$ cat src/verilog/fm_cfg.svh
`ifndef FM_CFG_SVH
`define FM_CFG_SVH

// Frame geometry, one slot per channel
`define FM_SLOTS        4

// Cycles of busy after an accepted data write
`define FM_BUSY_CYCLES  8

// Frame ticks per timer B count
`define FM_TB_PRESCALE  16

// Register map
`define FM_REG_TA_HI    8'h24
`define FM_REG_TA_LO    8'h25
`define FM_REG_TB       8'h26
`define FM_REG_TCTL     8'h27
`define FM_REG_KEY      8'h28
// Channel register bases, channel 0/1 on the low address bit
`define FM_REG_TL       8'h40
`define FM_REG_AR       8'h50
`define FM_REG_RR       8'h80
`define FM_REG_FLO      8'hA0
`define FM_REG_FHI      8'hA4
`define FM_REG_PAN      8'hB4

`endif
$ cat src/verilog/fm_pkg.sv
package fm_pkg;

	// Channel and slot index
	typedef logic [1:0] slot_t;

	// Frequency
	typedef logic [10:0] fnum_t;
	typedef logic [2:0] block_t;
	// Top 10 bits of the phase accumulator
	typedef logic [9:0] phase_t;

	// Envelope, 0 is full volume
	typedef logic [9:0] atten_t;
	typedef logic [6:0] tl_t;
	typedef logic [4:0] rate_t;

	// Bit 1 left, bit 0 right
	typedef logic [1:0] pan_t;

	// Signed audio
	typedef logic signed [11:0] op_out_t;
	typedef logic signed [11:0] sample_t;

	// Timer reload values
	typedef logic [9:0] tval_a_t;
	typedef logic [7:0] tval_b_t;

	typedef enum logic [1:0] {
		EG_ATTACK,
		EG_SUSTAIN,
		EG_RELEASE
	} eg_state_t;

endpackage

$ cat src/verilog/fm_if.sv
`timescale 1ns/1ps

// Register fields of the slot being presented this cycle
interface fm_slot_if;
	import fm_pkg::*;

	slot_t  slot;
	logic   keyon;
	fnum_t  fnum;
	block_t block;
	tl_t    tl;
	rate_t  ar;
	rate_t  rr;
	pan_t   pan;
	logic   frame_start;

	modport ctrl (output slot, keyon, fnum, block, tl, ar, rr, pan, frame_start);
	modport dp (input slot, keyon, fnum, block, tl, ar, rr, pan, frame_start);
endinterface

// Timer settings, clr_a and clr_b are single-cycle strobes
interface fm_timer_if;
	import fm_pkg::*;

	tval_a_t value_a;
	tval_b_t value_b;
	logic    load_a;
	logic    load_b;
	logic    irq_en_a;
	logic    irq_en_b;
	logic    clr_a;
	logic    clr_b;

	modport ctrl (output value_a, value_b, load_a, load_b, irq_en_a, irq_en_b, clr_a, clr_b);
	modport tmr (input value_a, value_b, load_a, load_b, irq_en_a, irq_en_b, clr_a, clr_b);
endinterface

$ cat src/verilog/fm_top.sv
`timescale 1ns/1ps

module fm_top (
	input  logic            clk,
	input  logic            rst_n,
	input  logic [7:0]      din,
	input  logic [1:0]      addr,
	input  logic            cs_n,
	input  logic            wr_n,
	input  logic            limiter_en,
	output logic [7:0]      dout,
	output logic            irq_n,
	output fm_pkg::sample_t snd_left,
	output fm_pkg::sample_t snd_right,
	output logic            snd_sample
);
	import fm_pkg::*;

	logic    write;
	logic    busy;
	logic    flag_a;
	logic    flag_b;
	logic    phase_rst;
	atten_t  atten;
	phase_t  phase;
	op_out_t op_out;
	pan_t    op_pan;
	slot_t   op_slot;

	fm_slot_if  slot_bus ();
	fm_timer_if tmr_bus ();

	assign write = !cs_n && !wr_n;
	// Status byte, readable at any time
	assign dout  = {busy, 5'd0, flag_b, flag_a};

	fm_mmr u_mmr (
		.clk(clk), .rst_n(rst_n), .write(write), .addr(addr), .din(din),
		.busy(busy), .slot(slot_bus.ctrl), .tmr(tmr_bus.ctrl)
	);

	fm_timers u_timers (
		.clk(clk), .rst_n(rst_n), .frame_start(slot_bus.frame_start),
		.tmr(tmr_bus.tmr), .flag_a(flag_a), .flag_b(flag_b), .irq_n(irq_n)
	);

	fm_eg u_eg (
		.clk(clk), .rst_n(rst_n), .slot(slot_bus.dp),
		.atten(atten), .phase_rst(phase_rst)
	);

	fm_pg u_pg (
		.clk(clk), .rst_n(rst_n), .phase_rst(phase_rst),
		.slot(slot_bus.dp), .phase(phase)
	);

	// Pan and slot enter at presentation and leave with op_out
	fm_op u_op (
		.clk(clk), .rst_n(rst_n), .phase(phase), .atten(atten),
		.pan_in(slot_bus.pan), .slot_in(slot_bus.slot),
		.op_out(op_out), .pan_out(op_pan), .slot_out(op_slot)
	);

	fm_acc u_acc (
		.clk(clk), .rst_n(rst_n), .limiter_en(limiter_en),
		.op_out(op_out), .pan(op_pan), .slot(op_slot),
		.snd_left(snd_left), .snd_right(snd_right), .snd_sample(snd_sample)
	);

endmodule

$ cat src/verilog/fm_acc.sv
`timescale 1ns/1ps
`include "fm_cfg.svh"

module fm_acc (
	input  logic            clk,
	input  logic            rst_n,
	input  logic            limiter_en,
	input  fm_pkg::op_out_t op_out,
	input  fm_pkg::pan_t    pan,
	input  fm_pkg::slot_t   slot,
	output fm_pkg::sample_t snd_left,
	output fm_pkg::sample_t snd_right,
	output logic            snd_sample
);
	import fm_pkg::*;

	logic signed [13:0] acc_l;
	logic signed [13:0] acc_r;
	logic signed [13:0] add_l;
	logic signed [13:0] add_r;
	logic signed [13:0] sum_l;
	logic signed [13:0] sum_r;
	logic               last;

	// Saturate or wrap to 12 bits
	function automatic sample_t clip(input logic signed [13:0] v, input logic lim);
		sample_t res;
		res = v[11:0];
		if (lim && v > 14'sd2047)
			res = {1'b0, {11{1'b1}}};
		else if (lim && v < -14'sd2048)
			res = {1'b1, 11'd0};
		return res;
	endfunction

	assign add_l = pan[1] ? {{2{op_out[11]}}, op_out} : '0;
	assign add_r = pan[0] ? {{2{op_out[11]}}, op_out} : '0;
	// Slot 0 starts a fresh frame
	assign sum_l = (slot == '0 ? 14'sd0 : acc_l) + add_l;
	assign sum_r = (slot == '0 ? 14'sd0 : acc_r) + add_r;
	assign last  = (slot == slot_t'(`FM_SLOTS - 1));

	always_ff @(posedge clk or negedge rst_n) begin
		if (!rst_n) begin
			acc_l      <= '0;
			acc_r      <= '0;
			snd_left   <= '0;
			snd_right  <= '0;
			snd_sample <= 1'b0;
		end else begin
			acc_l      <= sum_l;
			acc_r      <= sum_r;
			snd_sample <= last;
			if (last) begin
				snd_left  <= clip(sum_l, limiter_en);
				snd_right <= clip(sum_r, limiter_en);
			end
		end
	end

	// One sample per frame
	a_sample_gap: assert property (@(posedge clk) disable iff (!rst_n)
		snd_sample |=> !snd_sample);

endmodule

$ cat src/verilog/fm_op.sv
`timescale 1ns/1ps

module fm_op (
	input  logic            clk,
	input  logic            rst_n,
	input  fm_pkg::phase_t  phase,
	input  fm_pkg::atten_t  atten,
	input  fm_pkg::pan_t    pan_in,
	input  fm_pkg::slot_t   slot_in,
	output fm_pkg::op_out_t op_out,
	output fm_pkg::pan_t    pan_out,
	output fm_pkg::slot_t   slot_out
);
	import fm_pkg::*;

	// Cycles from slot presentation to op_out
	localparam int DLY = 3;

	logic [3:0]  idx;
	logic [10:0] mag;
	logic [10:0] mag_sh;
	op_out_t     mag_s;
	pan_t        pan_d  [DLY];
	slot_t       slot_d [DLY];

	// Second quadrant runs the table backwards
	assign idx = phase[8] ? ~phase[7:4] : phase[7:4];

	// Quarter sine, sampled at bin centres, full scale 2047
	always_comb begin
		case (idx)
		4'd0:  mag = 11'd100;
		4'd1:  mag = 11'd300;
		4'd2:  mag = 11'd497;
		4'd3:  mag = 11'd690;
		4'd4:  mag = 11'd875;
		4'd5:  mag = 11'd1052;
		4'd6:  mag = 11'd1219;
		4'd7:  mag = 11'd1375;
		4'd8:  mag = 11'd1517;
		4'd9:  mag = 11'd1644;
		4'd10: mag = 11'd1756;
		4'd11: mag = 11'd1850;
		4'd12: mag = 11'd1927;
		4'd13: mag = 11'd1986;
		4'd14: mag = 11'd2025;
		default: mag = 11'd2045;
		endcase
	end

	// Coarse attenuation, one halving per 64 units
	assign mag_sh = mag >> atten[9:6];
	assign mag_s  = {1'b0, mag_sh};

	always_ff @(posedge clk or negedge rst_n) begin
		if (!rst_n) begin
			op_out <= '0;
			for (int i = 0; i < DLY; i++) begin
				pan_d[i]  <= '0;
				slot_d[i] <= '0;
			end
		end else begin
			// Upper half wave is negative
			op_out    <= phase[9] ? -mag_s : mag_s;
			pan_d[0]  <= pan_in;
			slot_d[0] <= slot_in;
			for (int i = 1; i < DLY; i++) begin
				pan_d[i]  <= pan_d[i-1];
				slot_d[i] <= slot_d[i-1];
			end
		end
	end

	assign pan_out  = pan_d[DLY-1];
	assign slot_out = slot_d[DLY-1];

endmodule

$ cat src/verilog/fm_pg.sv
`timescale 1ns/1ps
`include "fm_cfg.svh"

module fm_pg (
	input  logic           clk,
	input  logic           rst_n,
	input  logic           phase_rst,
	fm_slot_if.dp          slot,
	output fm_pkg::phase_t phase
);
	import fm_pkg::*;

	logic [19:0] acc_q [`FM_SLOTS];
	logic [19:0] inc_q;
	logic [19:0] acc_used;
	slot_t       slot_q;

	// Key-on frame starts from phase 0
	assign acc_used = phase_rst ? '0 : acc_q[slot_q];

	always_ff @(posedge clk or negedge rst_n) begin
		if (!rst_n) begin
			for (int i = 0; i < `FM_SLOTS; i++)
				acc_q[i] <= '0;
			inc_q  <= '0;
			slot_q <= '0;
			phase  <= '0;
		end else begin
			// First stage, increment is fnum scaled by octave then halved
			inc_q  <= ({9'd0, slot.fnum} << slot.block) >> 1;
			slot_q <= slot.slot;
			// Second stage, aligned with phase_rst from the envelope
			acc_q[slot_q] <= acc_used + inc_q;
			phase         <= acc_used[19:10];
		end
	end

endmodule

$ cat src/verilog/fm_eg.sv
`timescale 1ns/1ps
`include "fm_cfg.svh"

module fm_eg (
	input  logic           clk,
	input  logic           rst_n,
	fm_slot_if.dp          slot,
	output fm_pkg::atten_t atten,
	output logic           phase_rst
);
	import fm_pkg::*;

	eg_state_t   state_q [`FM_SLOTS];
	atten_t      level_q [`FM_SLOTS];
	logic        key_q   [`FM_SLOTS];
	eg_state_t   state_nxt;
	atten_t      level_nxt;
	atten_t      atten_q;
	logic        key_rise;
	logic        key_fall;
	logic [10:0] att_step;
	logic [10:0] rel_step;
	logic [10:0] total;

	assign key_rise = slot.keyon && !key_q[slot.slot];
	assign key_fall = !slot.keyon && key_q[slot.slot];
	// Step per frame is 4*rate+1
	assign att_step = {4'd0, slot.ar, 2'b00} + 11'd1;
	assign rel_step = {4'd0, slot.rr, 2'b00} + 11'd1;

	always_comb begin
		state_nxt = state_q[slot.slot];
		level_nxt = level_q[slot.slot];
		if (key_rise)
			state_nxt = EG_ATTACK;
		else if (key_fall)
			state_nxt = EG_RELEASE;
		case (state_nxt)
		EG_ATTACK: begin
			// Top rate jumps straight to full level
			if (slot.ar == 5'd31 || {1'b0, level_nxt} <= att_step) begin
				level_nxt = '0;
				state_nxt = EG_SUSTAIN;
			end else begin
				level_nxt = level_nxt - att_step[9:0];
			end
		end
		EG_RELEASE: begin
			if ({1'b0, level_nxt} + rel_step > 11'd1023)
				level_nxt = '1;
			else
				level_nxt = level_nxt + rel_step[9:0];
		end
		default: ;
		endcase
	end

	// Total level weighs 8 attenuation units per step
	assign total = {1'b0, level_nxt} + {1'b0, slot.tl, 3'b000};

	always_ff @(posedge clk or negedge rst_n) begin
		if (!rst_n) begin
			for (int i = 0; i < `FM_SLOTS; i++) begin
				state_q[i] <= EG_RELEASE;
				level_q[i] <= '1;
				key_q[i]   <= 1'b0;
			end
			atten_q   <= '1;
			atten     <= '1;
			phase_rst <= 1'b0;
		end else begin
			state_q[slot.slot] <= state_nxt;
			level_q[slot.slot] <= level_nxt;
			key_q[slot.slot]   <= slot.keyon;
			phase_rst          <= key_rise;
			atten_q            <= total[10] ? '1 : total[9:0];
			// Extra stage lines atten up with the phase output
			atten              <= atten_q;
		end
	end

endmodule

$ cat src/verilog/fm_timers.sv
`timescale 1ns/1ps
`include "fm_cfg.svh"

module fm_timers (
	input  logic     clk,
	input  logic     rst_n,
	input  logic     frame_start,
	fm_timer_if.tmr  tmr,
	output logic     flag_a,
	output logic     flag_b,
	output logic     irq_n
);
	import fm_pkg::*;

	localparam int PW = $clog2(`FM_TB_PRESCALE);

	tval_a_t       cnt_a;
	tval_b_t       cnt_b;
	logic [PW-1:0] pre_b;
	logic          tick_b;
	logic          ovf_a;
	logic          ovf_b;

	assign tick_b = frame_start && (pre_b == PW'(`FM_TB_PRESCALE - 1));
	// Overflow when stepping past the all-ones count
	assign ovf_a  = tmr.load_a && frame_start && (cnt_a == '1);
	assign ovf_b  = tmr.load_b && tick_b && (cnt_b == '1);

	always_ff @(posedge clk or negedge rst_n) begin
		if (!rst_n) begin
			cnt_a  <= '0;
			cnt_b  <= '0;
			pre_b  <= '0;
			flag_a <= 1'b0;
			flag_b <= 1'b0;
		end else begin
			// Stopped timers hold their reload value
			if (!tmr.load_a)
				cnt_a <= tmr.value_a;
			else if (frame_start)
				cnt_a <= ovf_a ? tmr.value_a : cnt_a + 1'b1;

			if (!tmr.load_b) begin
				cnt_b <= tmr.value_b;
				pre_b <= '0;
			end else if (frame_start) begin
				pre_b <= tick_b ? '0 : pre_b + 1'b1;
				if (tick_b)
					cnt_b <= ovf_b ? tmr.value_b : cnt_b + 1'b1;
			end

			// Sticky until cleared
			flag_a <= (flag_a && !tmr.clr_a) || (ovf_a && tmr.irq_en_a);
			flag_b <= (flag_b && !tmr.clr_b) || (ovf_b && tmr.irq_en_b);
		end
	end

	assign irq_n = !(flag_a || flag_b);

	// An interrupt only follows a timer with its enable set
	a_irq_src: assert property (@(posedge clk) disable iff (!rst_n)
		$fell(irq_n) |-> $past(tmr.irq_en_a || tmr.irq_en_b));

endmodule

$ cat src/verilog/fm_mmr.sv
`timescale 1ns/1ps
`include "fm_cfg.svh"

module fm_mmr (
	input  logic       clk,
	input  logic       rst_n,
	input  logic       write,
	input  logic [1:0] addr,
	input  logic [7:0] din,
	output logic       busy,
	fm_slot_if.ctrl    slot,
	fm_timer_if.ctrl   tmr
);
	import fm_pkg::*;

	localparam int BW = $clog2(`FM_BUSY_CYCLES + 1);

	logic [7:0]    addr_q;
	logic          bank_q;
	logic [BW-1:0] busy_cnt;
	logic          data_wr;
	logic [7:0]    reg_base;
	slot_t         wr_ch;
	slot_t         slot_cnt;
	tval_a_t       value_a_q;
	tval_b_t       value_b_q;
	logic [3:0]    tctl_q;
	logic          clr_a_q;
	logic          clr_b_q;

	tl_t    tl_q    [`FM_SLOTS];
	rate_t  ar_q    [`FM_SLOTS];
	rate_t  rr_q    [`FM_SLOTS];
	fnum_t  fnum_q  [`FM_SLOTS];
	block_t block_q [`FM_SLOTS];
	pan_t   pan_q   [`FM_SLOTS];
	logic   keyon_q [`FM_SLOTS];

	// Data writes are dropped while busy
	assign data_wr  = write && addr[0] && !busy;
	assign busy     = (busy_cnt != '0);
	assign reg_base = {addr_q[7:1], 1'b0};
	// Channel is bank bit then low address bit
	assign wr_ch    = {bank_q, addr_q[0]};

	always_ff @(posedge clk or negedge rst_n) begin
		if (!rst_n) begin
			addr_q    <= '0;
			bank_q    <= 1'b0;
			value_a_q <= '0;
			value_b_q <= '0;
			tctl_q    <= '0;
			clr_a_q   <= 1'b0;
			clr_b_q   <= 1'b0;
			for (int i = 0; i < `FM_SLOTS; i++) begin
				tl_q[i]    <= '0;
				ar_q[i]    <= '0;
				rr_q[i]    <= '0;
				fnum_q[i]  <= '0;
				block_q[i] <= '0;
				pan_q[i]   <= '0;
				keyon_q[i] <= 1'b0;
			end
		end else begin
			clr_a_q <= 1'b0;
			clr_b_q <= 1'b0;
			if (write && !addr[0]) begin
				addr_q <= din;
				bank_q <= addr[1];
			end
			if (data_wr) begin
				// Global registers live in bank 0 only
				if (!bank_q) begin
					case (addr_q)
					`FM_REG_TA_HI: value_a_q[9:2] <= din;
					`FM_REG_TA_LO: value_a_q[1:0] <= din[1:0];
					`FM_REG_TB:    value_b_q <= din;
					`FM_REG_TCTL: begin
						tctl_q  <= din[3:0];
						clr_a_q <= din[4];
						clr_b_q <= din[5];
					end
					`FM_REG_KEY:   keyon_q[din[1:0]] <= din[4];
					default: ;
					endcase
				end
				if (!addr_q[1]) begin
					case (reg_base)
					`FM_REG_TL:  tl_q[wr_ch] <= din[6:0];
					`FM_REG_AR:  ar_q[wr_ch] <= din[4:0];
					`FM_REG_RR:  rr_q[wr_ch] <= din[4:0];
					`FM_REG_FLO: fnum_q[wr_ch][7:0] <= din;
					`FM_REG_FHI: begin
						block_q[wr_ch]      <= din[5:3];
						fnum_q[wr_ch][10:8] <= din[2:0];
					end
					`FM_REG_PAN: pan_q[wr_ch] <= din[7:6];
					default: ;
					endcase
				end
			end
		end
	end

	always_ff @(posedge clk or negedge rst_n) begin
		if (!rst_n) begin
			busy_cnt <= '0;
			slot_cnt <= '0;
		end else begin
			slot_cnt <= slot_cnt + 1'b1;
			if (data_wr)
				busy_cnt <= BW'(`FM_BUSY_CYCLES);
			else if (busy)
				busy_cnt <= busy_cnt - 1'b1;
		end
	end

	// Present the current slot
	assign slot.slot        = slot_cnt;
	assign slot.keyon       = keyon_q[slot_cnt];
	assign slot.fnum        = fnum_q[slot_cnt];
	assign slot.block       = block_q[slot_cnt];
	assign slot.tl          = tl_q[slot_cnt];
	assign slot.ar          = ar_q[slot_cnt];
	assign slot.rr          = rr_q[slot_cnt];
	assign slot.pan         = pan_q[slot_cnt];
	assign slot.frame_start = (slot_cnt == '0);

	assign tmr.value_a  = value_a_q;
	assign tmr.value_b  = value_b_q;
	assign tmr.load_a   = tctl_q[0];
	assign tmr.load_b   = tctl_q[1];
	assign tmr.irq_en_a = tctl_q[2];
	assign tmr.irq_en_b = tctl_q[3];
	assign tmr.clr_a    = clr_a_q;
	assign tmr.clr_b    = clr_b_q;

	// Busy window is bounded, writes during busy do not extend it
	a_busy_len: assert property (@(posedge clk) disable iff (!rst_n)
		$rose(busy) |-> ##[1:`FM_BUSY_CYCLES] !busy);

endmodule

$ cat config.mk
export PLATFORM = sky130hd
export DESIGN_NAME = fm_top
export DESIGN_NICKNAME = d
export VERILOG_FILES = /design/src/verilog/fm_pkg.sv /design/src/verilog/fm_if.sv /design/src/verilog/fm_top.sv /design/src/verilog/fm_acc.sv /design/src/verilog/fm_op.sv /design/src/verilog/fm_pg.sv /design/src/verilog/fm_eg.sv /design/src/verilog/fm_timers.sv /design/src/verilog/fm_mmr.sv
export VERILOG_INCLUDE_DIRS = /design/src /design/src/verilog
export SDC_FILE = /design/constraint.sdc
export NUM_CORES = 1
export LEC_CHECK = 0
export ABC_AREA = 0
export CAP_MARGIN = 30
export CELL_PAD_IN_SITES_DETAIL_PLACEMENT = 2
export CELL_PAD_IN_SITES_GLOBAL_PLACEMENT = 2
export CORE_ASPECT_RATIO = 1.2
export CORE_UTILIZATION = 40
export DETAILED_ROUTE_END_ITERATION = 10
export DONT_BUFFER_PORTS = 1
export HOLD_SLACK_MARGIN = 0.12
export PLACE_DENSITY = 0.76
export SLEW_MARGIN = 20
export SYNTH_ARGS = -nofsm -noshare
export SYNTH_HDL_FRONTEND = slang
export SYNTH_SLANG_ARGS = --single-unit
$ cat constraint.sdc
create_clock -name clk -period 6.3 [get_ports clk]
set_input_delay 0.315 -clock clk [delete_from_list [all_inputs] [get_ports clk]]
set_output_delay 0.315 -clock clk [all_outputs]
set_load 0.02 [all_outputs]
==> metrics, run 1 <==
post-synthesis average cell area=about 11 sq um; critical path's largest stage delay=between 0.7 and 0.8 ns; post-detailed-route wirelength per cell=23.2 microns; All-Layer GR Usage=a little under a quarter; area share of the largest cell type after synthesis=approximately two fifths; RSZ-0062 raised after global routing=no; total core area=57,400 sq um; Power Density=242 nW/um^2; max-capacitance violation count=0; relative slew slack=-84.8%; DP Area=23,900 sq um; Worst setup EP type=flip-flop; Tcrit/Tclk final=91.2%; Via density=5.75; Setup WS pre-CTS=between 0.5 and 0.6 ns; drt pass-1 iters=5; Routed WL=66.7 mm; Antenna Nets Post-Route=0; port bufs=0; total CTS buffers=between 40 and 50; Peak Freq=between 150 and 200 MHz; CTS sink cnt=440; register bit total from synthesis=440; most frequent cells in the layout=dfrtp_1 (386), mux2_2 (201), nand2_1 (199); status=finished, violations left; layout cells sized above 1=21.3%; ys flop type=dfrtp_1; # hold bufs at CTS=22; CP max stage cell=dfrtp_4; switching share of power=a little under a quarter; first-pass GRT wire length=109 mm; post-route cell area=26,000 sq um; crit-path max FO=26; EDFF count, synth=0; combinational share of power=3.6%; Die Y-Extent=around 270 microns; most common cell after layout, fill and taps aside=dfrtp_1; Fin. Hold Viols=302; die width=approximately 220 microns; synthesized area=23,300 sq um; vias in the first global route=19,235; largest net degree at the start of global routing=~440; Yosys warnings=0; Ports=49; Synth cell types=86; worst slew pin tran=~2.8 ns; final global-route overflow total=0; clock buffer depth=3; internal power=4.87 mW; sequential fraction of the synthesis area=47.4%; final clock skew=0.0169 ns; Max Slew Vio Count=295; detailed-route via count=around 17,000; setup TNS=0 ns; Final WS setup=~0.55 ns; DRC=0; HP Class=in2async; WP data required=around 6.8 ns; fill cell count=5,770; Antenna Cells=0; Max VDD drop=212 uV; synth top area cells=dfrtp_1 (42%), mux2_2 (9.7%), mux4_2 (6.5%); Psw=1.42 mW; buffer count from post-CTS setup fixing=0; CTS tree=yes; H-tree depth reported by CTS=2; Async S/R FF share, synth=100%; ordered list of cells on the worst path=mux4_2 > ha_1 > nand2_1 > o211a_1 > a211o_1 > nor4_2 > nand4b_1 > a21oi_1 > o211ai_1 > o211a_1 > inv_1 > ha_1 > and3_1 > nand2_1 > o22ai_1 > a2111oi_2 > o21bai_1 > xor2_1 > a211o_1; Final nets=around 2,200; Clock Power Share=approximately 50%; minimum clock period=around 5.7 ns; Synth area leader=dfrtp_1; Iteration-0 DRC Markers=634; initial antenna violation count=0; reg2reg setup slack=0.55 ns; Clk pin slew, worst setup/hold paths=0.06 ns; CP Class=reg2reg; worst hold slack=-0.561 ns; clock root cell=clkbuf_16; crit path DAT=6.27 ns; Syn Inst Count=between 2,000 and 2,500; Initial Util=40.7%; Final setup viols=0; failing checks=negative hold slack, max-slew violations; Final GP Congestion=0.845; P_leak=between 10 and 15 nW; Placed Instances=2,762; Worst-Skew Late Latency=about 0.6 ns; Layout Area Growth over Synthesis=11.2%; Placement Rows=96; Reg power frac=47.0%; post_cts resized=0; die area=59,300 sq um; Setup crit start kind=flip-flop; Final Non-Filler Cells=2,876; DP Wirelength=43.6 mm
==> power by group through the flow <==
| stage | registers (mW) | logic (mW) | clock network, mW |
|---|---|---|---|
| after detailed placement | 3.00 | 0.186 | 0 |
| after CTS | 2.95 | 0.228 | 3.19 |
| after global placement | 2.99 | 0.172 | 0 |
| after global routing | 2.96 | 0.248 | 3.27 |
| final | 2.95 | 0.226 | 3.11 |
| after floorplan | 2.97 | 0.170 | 0 |
==> metal layers <==
layer	vias to the layer above	wire length [microns]	track usage [%]
met5	-	0	0
met4	0	1730	6.80
met3	110	1480	2.66
met2	187	35200	42.7
met1	8711	28200	27.9
li1	7541	-	-
==> final cells by class <==
class / count / area [sq um] / share of cell area [%]
clock inverters: 17 / 300 / 1.16
inverters: 69 / 259 / 0.997
clock buffers: 72 / 1450 / 5.59
multi-input cells: 1497 / 11500 / 44.2
flip-flops and latches: 440 / 11100 / 42.7
repair buffers: 46 / 474 / 1.83
well taps: 735 / 920 / 3.54
==> state kept, by name (all words and copies together), names as in the netlist, 14 cells and up <==
name          cells
u_mmr.fnum_q     44
u_mmr.rr_q       20
u_pg.inc_q       17
u_acc.acc_l      14
u_mmr.tl_q       28
u_eg.level_q     40
u_mmr.ar_q       20
u_pg.acc_q       80
u_acc.acc_r      14
==> cell usage after synthesis, drive strengths merged, types with 15 or more instances <==
cell type	number
nor2	129
mux2i	34
nand2	199
mux4	69
ha	76
o31ai	15
and2	36
dfrtp	388
o21ai	137
dfstp	52
a21o	22
nand3	36
inv	67
nand2b	24
a31oi	18
a21oi	113
nor3	42
xor2	25
xnor2	42
buf	39
nor2b	73
clkbuf	84
mux2	201
==> critical path, delay by kind of cell (launching register included) <==
family | cells | cell delay [ns]
AOI/OAI and AO/OA | 9 | 2.31
and+or+nand+nor | 5 | 0.92
DFF | 1 | 0.76
adders and majority gates | 2 | 0.73
muxes | 1 | 0.67
xor gates and xnor gates | 1 | 0.16
buffers and inverters | 1 | 0.09
==> path summary, 6_finish.rpt <==
check	start	endpoint	depth (start not counted)
max in group asynchronous	rst_n	u_op.op_out[10]$_DFF_PN0_	0
setup reg to reg	u_mmr.slot.slot[0]$_DFF_PN0_	u_eg.atten_q[7]$_DFF_PN1_	19
hold reg to reg	u_op.slot_d[3]$_DFF_PN0_	u_op.slot_out[1]$_DFF_PN0_	0
min in group clk	addr[0]	u_mmr.bank_q$_DFFE_PN0P_	3
hold / removal	rst_n	u_eg.state_q[6]$_DFFE_PN0P_	0
setup / recovery	u_mmr.slot.slot[0]$_DFF_PN0_	u_eg.atten_q[7]$_DFF_PN1_	19
==> cells by family after synthesis <==
group | share of synthesized area (%)
compound gates | 11.5
xor+xnor | 2.55
fa+ha+maj | 4.33
buf+inv | 3.44
flops | 47.4
mux | 17.8
other cells | 0.0161
simple gates | 12.9
==> metrics by stage <==
stage	power (mW)	utilization [%]
floorplan	3.14	-
global placement	3.16	41.6
detailed placement	3.18	41.7
CTS	6.36	45.2
global route	6.48	45.2
finish	6.28	45.2
No activity file was read; power rests on OpenSTA's default activity.
==> inputs of run 2 (changes only) <==
Settings changed: CORE_UTILIZATION 40 to 41, CTS_BUF_LIST from default to sky130_fd_sc_hd__clkbuf_8, PLACE_DENSITY 0.76 to 0.78.
==> run 2 against run 1 <==
  * The run ends with design-rule violations, negative hold slack, max-slew violations left
  * Combinational power up 4%
  * Global-route usage up 1.3 points
  * Register-to-register slack better by 0.07 ns
  * Sequential share of layout area up 0.074 points
  * Die area down 2.4%
  * Largest cell class unchanged
  * Largest power group is now registers
==> metrics, run 2 (synthesis gave the netlist of run 1 again) <==
layout cells sized above 1=between 20% and 30%; Regs by FF count=u_pg.acc_q x80, u_mmr.fnum_q x44, u_eg.level_q x40; Ports=49; Final WS setup=0.619 ns; power consumption=roughly 6.1 mW; Clock Power Share=47.8%; ordered list of cells on the worst path=mux4_2 > ha_1 > nand2_1 > o211a_1 > a211o_1 > nor4_2 > nand4b_1 > a21oi_1 > o211ai_1 > o211a_1 > inv_1 > ha_1 > and3_1 > nand2_1 > o22ai_1 > a2111oi_2 > o21bai_1 > xor2_1 > a211o_1; detailed-route via count=16,915; post_cts resized=0; die area=57,900 sq um; combinational share of power=3.8%; status=finished, violations left; Max VDD drop=210 uV; Layout Area Growth over Synthesis=11.0%; All-Layer GR Usage=between 20 and 25%; Psw=1.50 mW; clock root cell=clkbuf_8; critical path's largest stage delay=0.69 ns; DP Area=between 20,000 and 25,000 sq um; DP Wirelength=about 44 mm; max-capacitance violation count=0; Die Y-Extent=~260 microns; port bufs=0; switching share of power=about a quarter; Iteration-0 DRC Markers=849; CTS sink cnt=between 400 and 500; # hold bufs at CTS=22; CTS tree=yes; internal power=around 4.6 mW; Peak Freq=176 MHz; most frequent cells in the layout=dfrtp_1 (386), mux2_2 (201), nand2_1 (199); CP Class=reg2reg; post-route cell area=25,900 sq um; Routed WL=68.2 mm; Placement Rows=95; H-tree depth reported by CTS=3; Worst Reg-to-Reg Cells=19; WP data required=6.91 ns; DRC=8; total CTS buffers=77; vias in the first global route=19,690; Initial Util=41.6%; failing checks=design-rule violations, negative hold slack, max-slew violations; Power Density=235 nW/um^2; P_leak=12.1 nW; Tcrit/Tclk final=90.2%; Fin. Hold Viols=around 410; buffer count from post-CTS setup fixing=0; Max Slew Vio Count=between 300 and 400; max reg flops=80; Setup crit start kind=flip-flop; CP max stage cell=dfrtp_4; Top reg by flops=u_pg.acc_q; Setup WS pre-CTS=0.697 ns; Worst setup EP type=flip-flop; largest net degree at the start of global routing=around 440; Antenna Nets Post-Route=0; worst slew pin tran=2.09 ns; Final GP Congestion=0.835; crit path DAT=~6.3 ns; drt pass-1 iters=7; first-pass GRT wire length=110 mm; Clk pin slew, worst setup/hold paths=0.06 ns; Via density=5.78; Worst-Skew Late Latency=0.68 ns; setup TNS=0 ns; HP Class=in2async; Final setup viols=0; minimum clock period=approximately 5.7 ns; worst hold slack=-0.614 ns; clock buffer depth=3; crit-path max FO=22; most common cell after layout, fill and taps aside=dfrtp_1; initial antenna violation count=2; Reg power frac=48.4%; final clock skew=0.0280 ns; total core area=56,100 sq um; final global-route overflow total=0; die width=approximately 220 microns; relative slew slack=-39.3%; RSZ-0062 raised after global routing=no; Final nets=2,228; post-detailed-route wirelength per cell=23.3 microns
==> run 2: layout make-up <==
class,instances,area [sq um]
diodes,1,2.50
clock inverters,41,307
well taps,727,910
inverters,69,259
fillers,5703,30200
clock buffers,102,1400
multi-input cells,1497,11500
flip-flops and latches,440,11100
repair buffers,49,478
==> run 2: path summary, 6_finish.rpt <==
| kind | startpoint | end | slack (ns) |
|---|---|---|---|
| worst max-delay path | u_mmr.slot.slot[0]$_DFF_PN0_ | u_eg.atten_q[7]$_DFF_PN1_ | 0.62 |
| worst min-delay path | rst_n | u_eg.state_q[6]$_DFFE_PN0P_ | -0.61 |
| worst max register to register | u_mmr.slot.slot[0]$_DFF_PN0_ | u_eg.atten_q[7]$_DFF_PN1_ | 0.62 |
| worst min register to register | u_op.slot_d[3]$_DFF_PN0_ | u_op.slot_out[1]$_DFF_PN0_ | 0.35 |
| max in group asynchronous | rst_n | u_acc.acc_l[4]$_DFF_PN0_ | 5.29 |
| min in group clk | limiter_en | u_acc.snd_left[0]$_DFFE_PN0P_ | 0.11 |
==> run 2: critical path: cells and delay by family (launching register included) <==
family | cells | cell delay, ns
AO/OA/AOI/OAI | 9 | 2.36
flip-flops | 1 | 0.69
buffers and inverters | 1 | 0.09
multiplexers | 1 | 0.65
AND/OR/NAND/NOR | 5 | 0.89
XOR/XNOR | 1 | 0.16
adder cells (fa/ha/maj) | 2 | 0.73
==> run 2: metrics by stage <==
stage | std cells | util (%)
global route | 2926 | 46.2
CTS | 2922 | 46.1
finish | 2926 | 46.2
detailed placement | 2757 | 42.6
global placement | 2754 | 42.6
floorplan | 2129 | -
==> run 2: power groups by stage <==
stage | clock, mW | sequential, mW | combinational (mW)
3_3_place_gp | 0 | 2.99 | 0.173
6_report | 2.91 | 2.95 | 0.235
3_5_place_dp | 0 | 3.00 | 0.189
4_1_cts | 3.00 | 2.95 | 0.230
5_1_grt | 3.12 | 2.96 | 0.255
2_1_floorplan | 0 | 2.97 | 0.170
==> run 2: per-layer routing <==
metal  wire length (microns)  vias to the layer above  track usage [%]
li1                        -                     7607                -
met1                   27700                     8906             28.2
met2                   36800                      251             44.5
met3                    1810                      149             3.69
met4                    1880                        2             8.89
met5                      13                        -                0
==> inputs of run 3 (changes only) <==
Settings changed: PLACE_DENSITY 0.78 to default, PLACE_DENSITY_LB_ADDON from default to 0.15.
==> run 3 against run 2 <==
  * The flow finishes with violations (design-rule violations, negative hold slack)
  * Setup slack got worse by 0.043 ns
  * Cell count barely moved
  * Sequential power is essentially flat
  * First-iteration DRC count shrank 15%
  * Register-to-register slack worse by 0.04 ns
  * Maximum frequency decreased by 0.75%
  * Utilization down 0.23 points
  * Cell area down 0.50%
  * Global-route usage is 1.1 points lower
==> metrics, run 3 (synthesis gave the netlist of run 1 again) <==
max-capacitance violation count=0; Peak Freq=175 MHz; Final nets=2,232; HP Class=in2async; # hold bufs at CTS=22; DRC=12; buffer count from post-CTS setup fixing=0; CTS sink cnt=440; P_leak=12.0 nW; power consumption=roughly 6 mW; Max VDD drop=175 uV; failing checks=design-rule violations, negative hold slack; relative slew slack=18.9%; Setup crit start kind=flip-flop; DP Wirelength=43.7 mm; Final Util=46.0%; Fin. Hold Viols=roughly 430; All-Layer GR Usage=23.2%; post-route cell area=around 26,000 sq um; Power Density=approximately 230 nW/um^2; detailed-route via count=16,615; post_cts resized=0; layout cells sized above 1=22.3%; initial antenna violation count=2; die area=57,900 sq um; total core area=56,100 sq um; WP data required=6.87 ns; Die Y-Extent=263 microns; Top reg by flops=u_pg.acc_q; Ports=49; vias in the first global route=18,978; total CTS buffers=79; CP Class=reg2reg; clock buffer depth=3; CTS tree=yes; post-detailed-route wirelength per cell=about 22 microns; worst slew pin tran=1.22 ns; most common cell after layout, fill and taps aside=dfrtp_1; Regs by FF count=u_pg.acc_q x80, u_mmr.fnum_q x44, u_eg.level_q x40; crit path DAT=6.29 ns; minimum clock period=about 5.7 ns; largest net degree at the start of global routing=441; Tcrit/Tclk final=90.9%; drt pass-1 iters=7; Max Slew Vio Count=0; status=finished, violations left; DP Area=23,900 sq um; Worst setup EP type=flip-flop; Antenna Nets Post-Route=0; crit-path max FO=28; Layout Area Growth over Synthesis=10.5%; port bufs=0; clock root cell=clkbuf_8; Routed WL=64.9 mm; Worst-Skew Late Latency=roughly 0.67 ns; Final setup viols=0; setup TNS=0 ns; Worst Reg-to-Reg Cells=19; Iteration-0 DRC Markers=722; first-pass GRT wire length=between 100 and 150 mm; RSZ-0062 raised after global routing=no; Placement Rows=95; Initial Util=a little over two fifths; final clock skew=0.0411 ns; worst hold slack=-0.625 ns; Via density=between 5 and 6; max reg flops=80; most frequent cells in the layout=dfrtp_1 (386), mux2_2 (201), nand2_1 (199); die width=roughly 220 microns; fill cell count=5,739; Final GP Congestion=0.824; Clk pin slew, worst setup/hold paths=0.06 ns; final global-route overflow total=0; H-tree depth reported by CTS=3
[run 3: changes by cell type in the layout (fill, tap and decap cells not counted), moves of 3 or more]
cell / previous run / this run
inv_6: 2 / 5
bufinv_16: 4 / 1
clkbuf_8: 102 / 97
inv_1: 90 / 95
[run 3: critical path, cell delays in order (launching register included)]
cell and delay, ns:
dfrtp_2 0.90, mux4_2 0.49, ha_1 0.49, nand2_1 0.19, o211a_1 0.26, a211o_1 0.31
nor4_2 0.30, nand4b_1 0.19, a21oi_1 0.44, o211ai_1 0.16, o211a_1 0.21, inv_1 0.08
ha_1 0.22, and3_1 0.16, nand2_1 0.10, o22ai_1 0.12, a2111oi_2 0.41, o21bai_1 0.15
xor2_1 0.17, a211o_1 0.28
[run 3: cell type report]
type                       count  area (sq um)  area share (%)
clock inverter                42           221           0.859
tap                          727           910            3.53
sequential                   440         11100            43.0
clock buffer                  97          1340            5.18
inverter                      69           259            1.00
multi-input combinational   1497         11500            44.5
timing repair buffer          51           503            1.95
antenna                        1          2.50         0.00970
[run 3: final timing paths]
kind	start	endpoint	slack [ns]
worst max-delay path	u_mmr.slot.slot[1]$_DFF_PN0_	u_eg.atten_q[7]$_DFF_PN1_	0.58
worst min-delay path	rst_n	u_eg.state_q[6]$_DFFE_PN0P_	-0.62
worst max register to register	u_mmr.slot.slot[1]$_DFF_PN0_	u_eg.atten_q[7]$_DFF_PN1_	0.58
worst min register to register	u_op.slot_d[2]$_DFF_PN0_	u_op.slot_out[0]$_DFF_PN0_	0.35
max in group asynchronous	rst_n	u_pg.acc_q[6]$_DFFE_PN0P_	5.95
min in group clk	din[3]	u_mmr.tctl_q[3]$_DFFE_PN0P_	0.19
[run 3: power by group]
part / total (mW) / internal, mW / switching (mW)
Sequential: 2.95 / 2.89 / 0.0609
Clock: 2.67 / 1.43 / 1.24
Combinational: 0.226 / 0.0928 / 0.133
Total: 5.85 / 4.41 / 1.43
[run 3: per-layer routing]
layer | track usage [%] | up-vias | wire, microns
met4 | 8.18 | 2 | 1680
met3 | 3.25 | 114 | 1720
met1 | 29.1 | 8648 | 27900
met5 | 0 | - | 13
met2 | 40.5 | 217 | 33600
li1 | - | 7634 | -
[run 3: stage by stage]
step | std cells | setup WS (ns)
2_1_floorplan | 2129 | 0.137
3_3_place_gp | 2755 | 0.838
3_5_place_dp | 2757 | 0.636
4_1_cts | 2918 | 0.577
5_1_grt | 2924 | 0.155
6_report | 2924 | 0.576
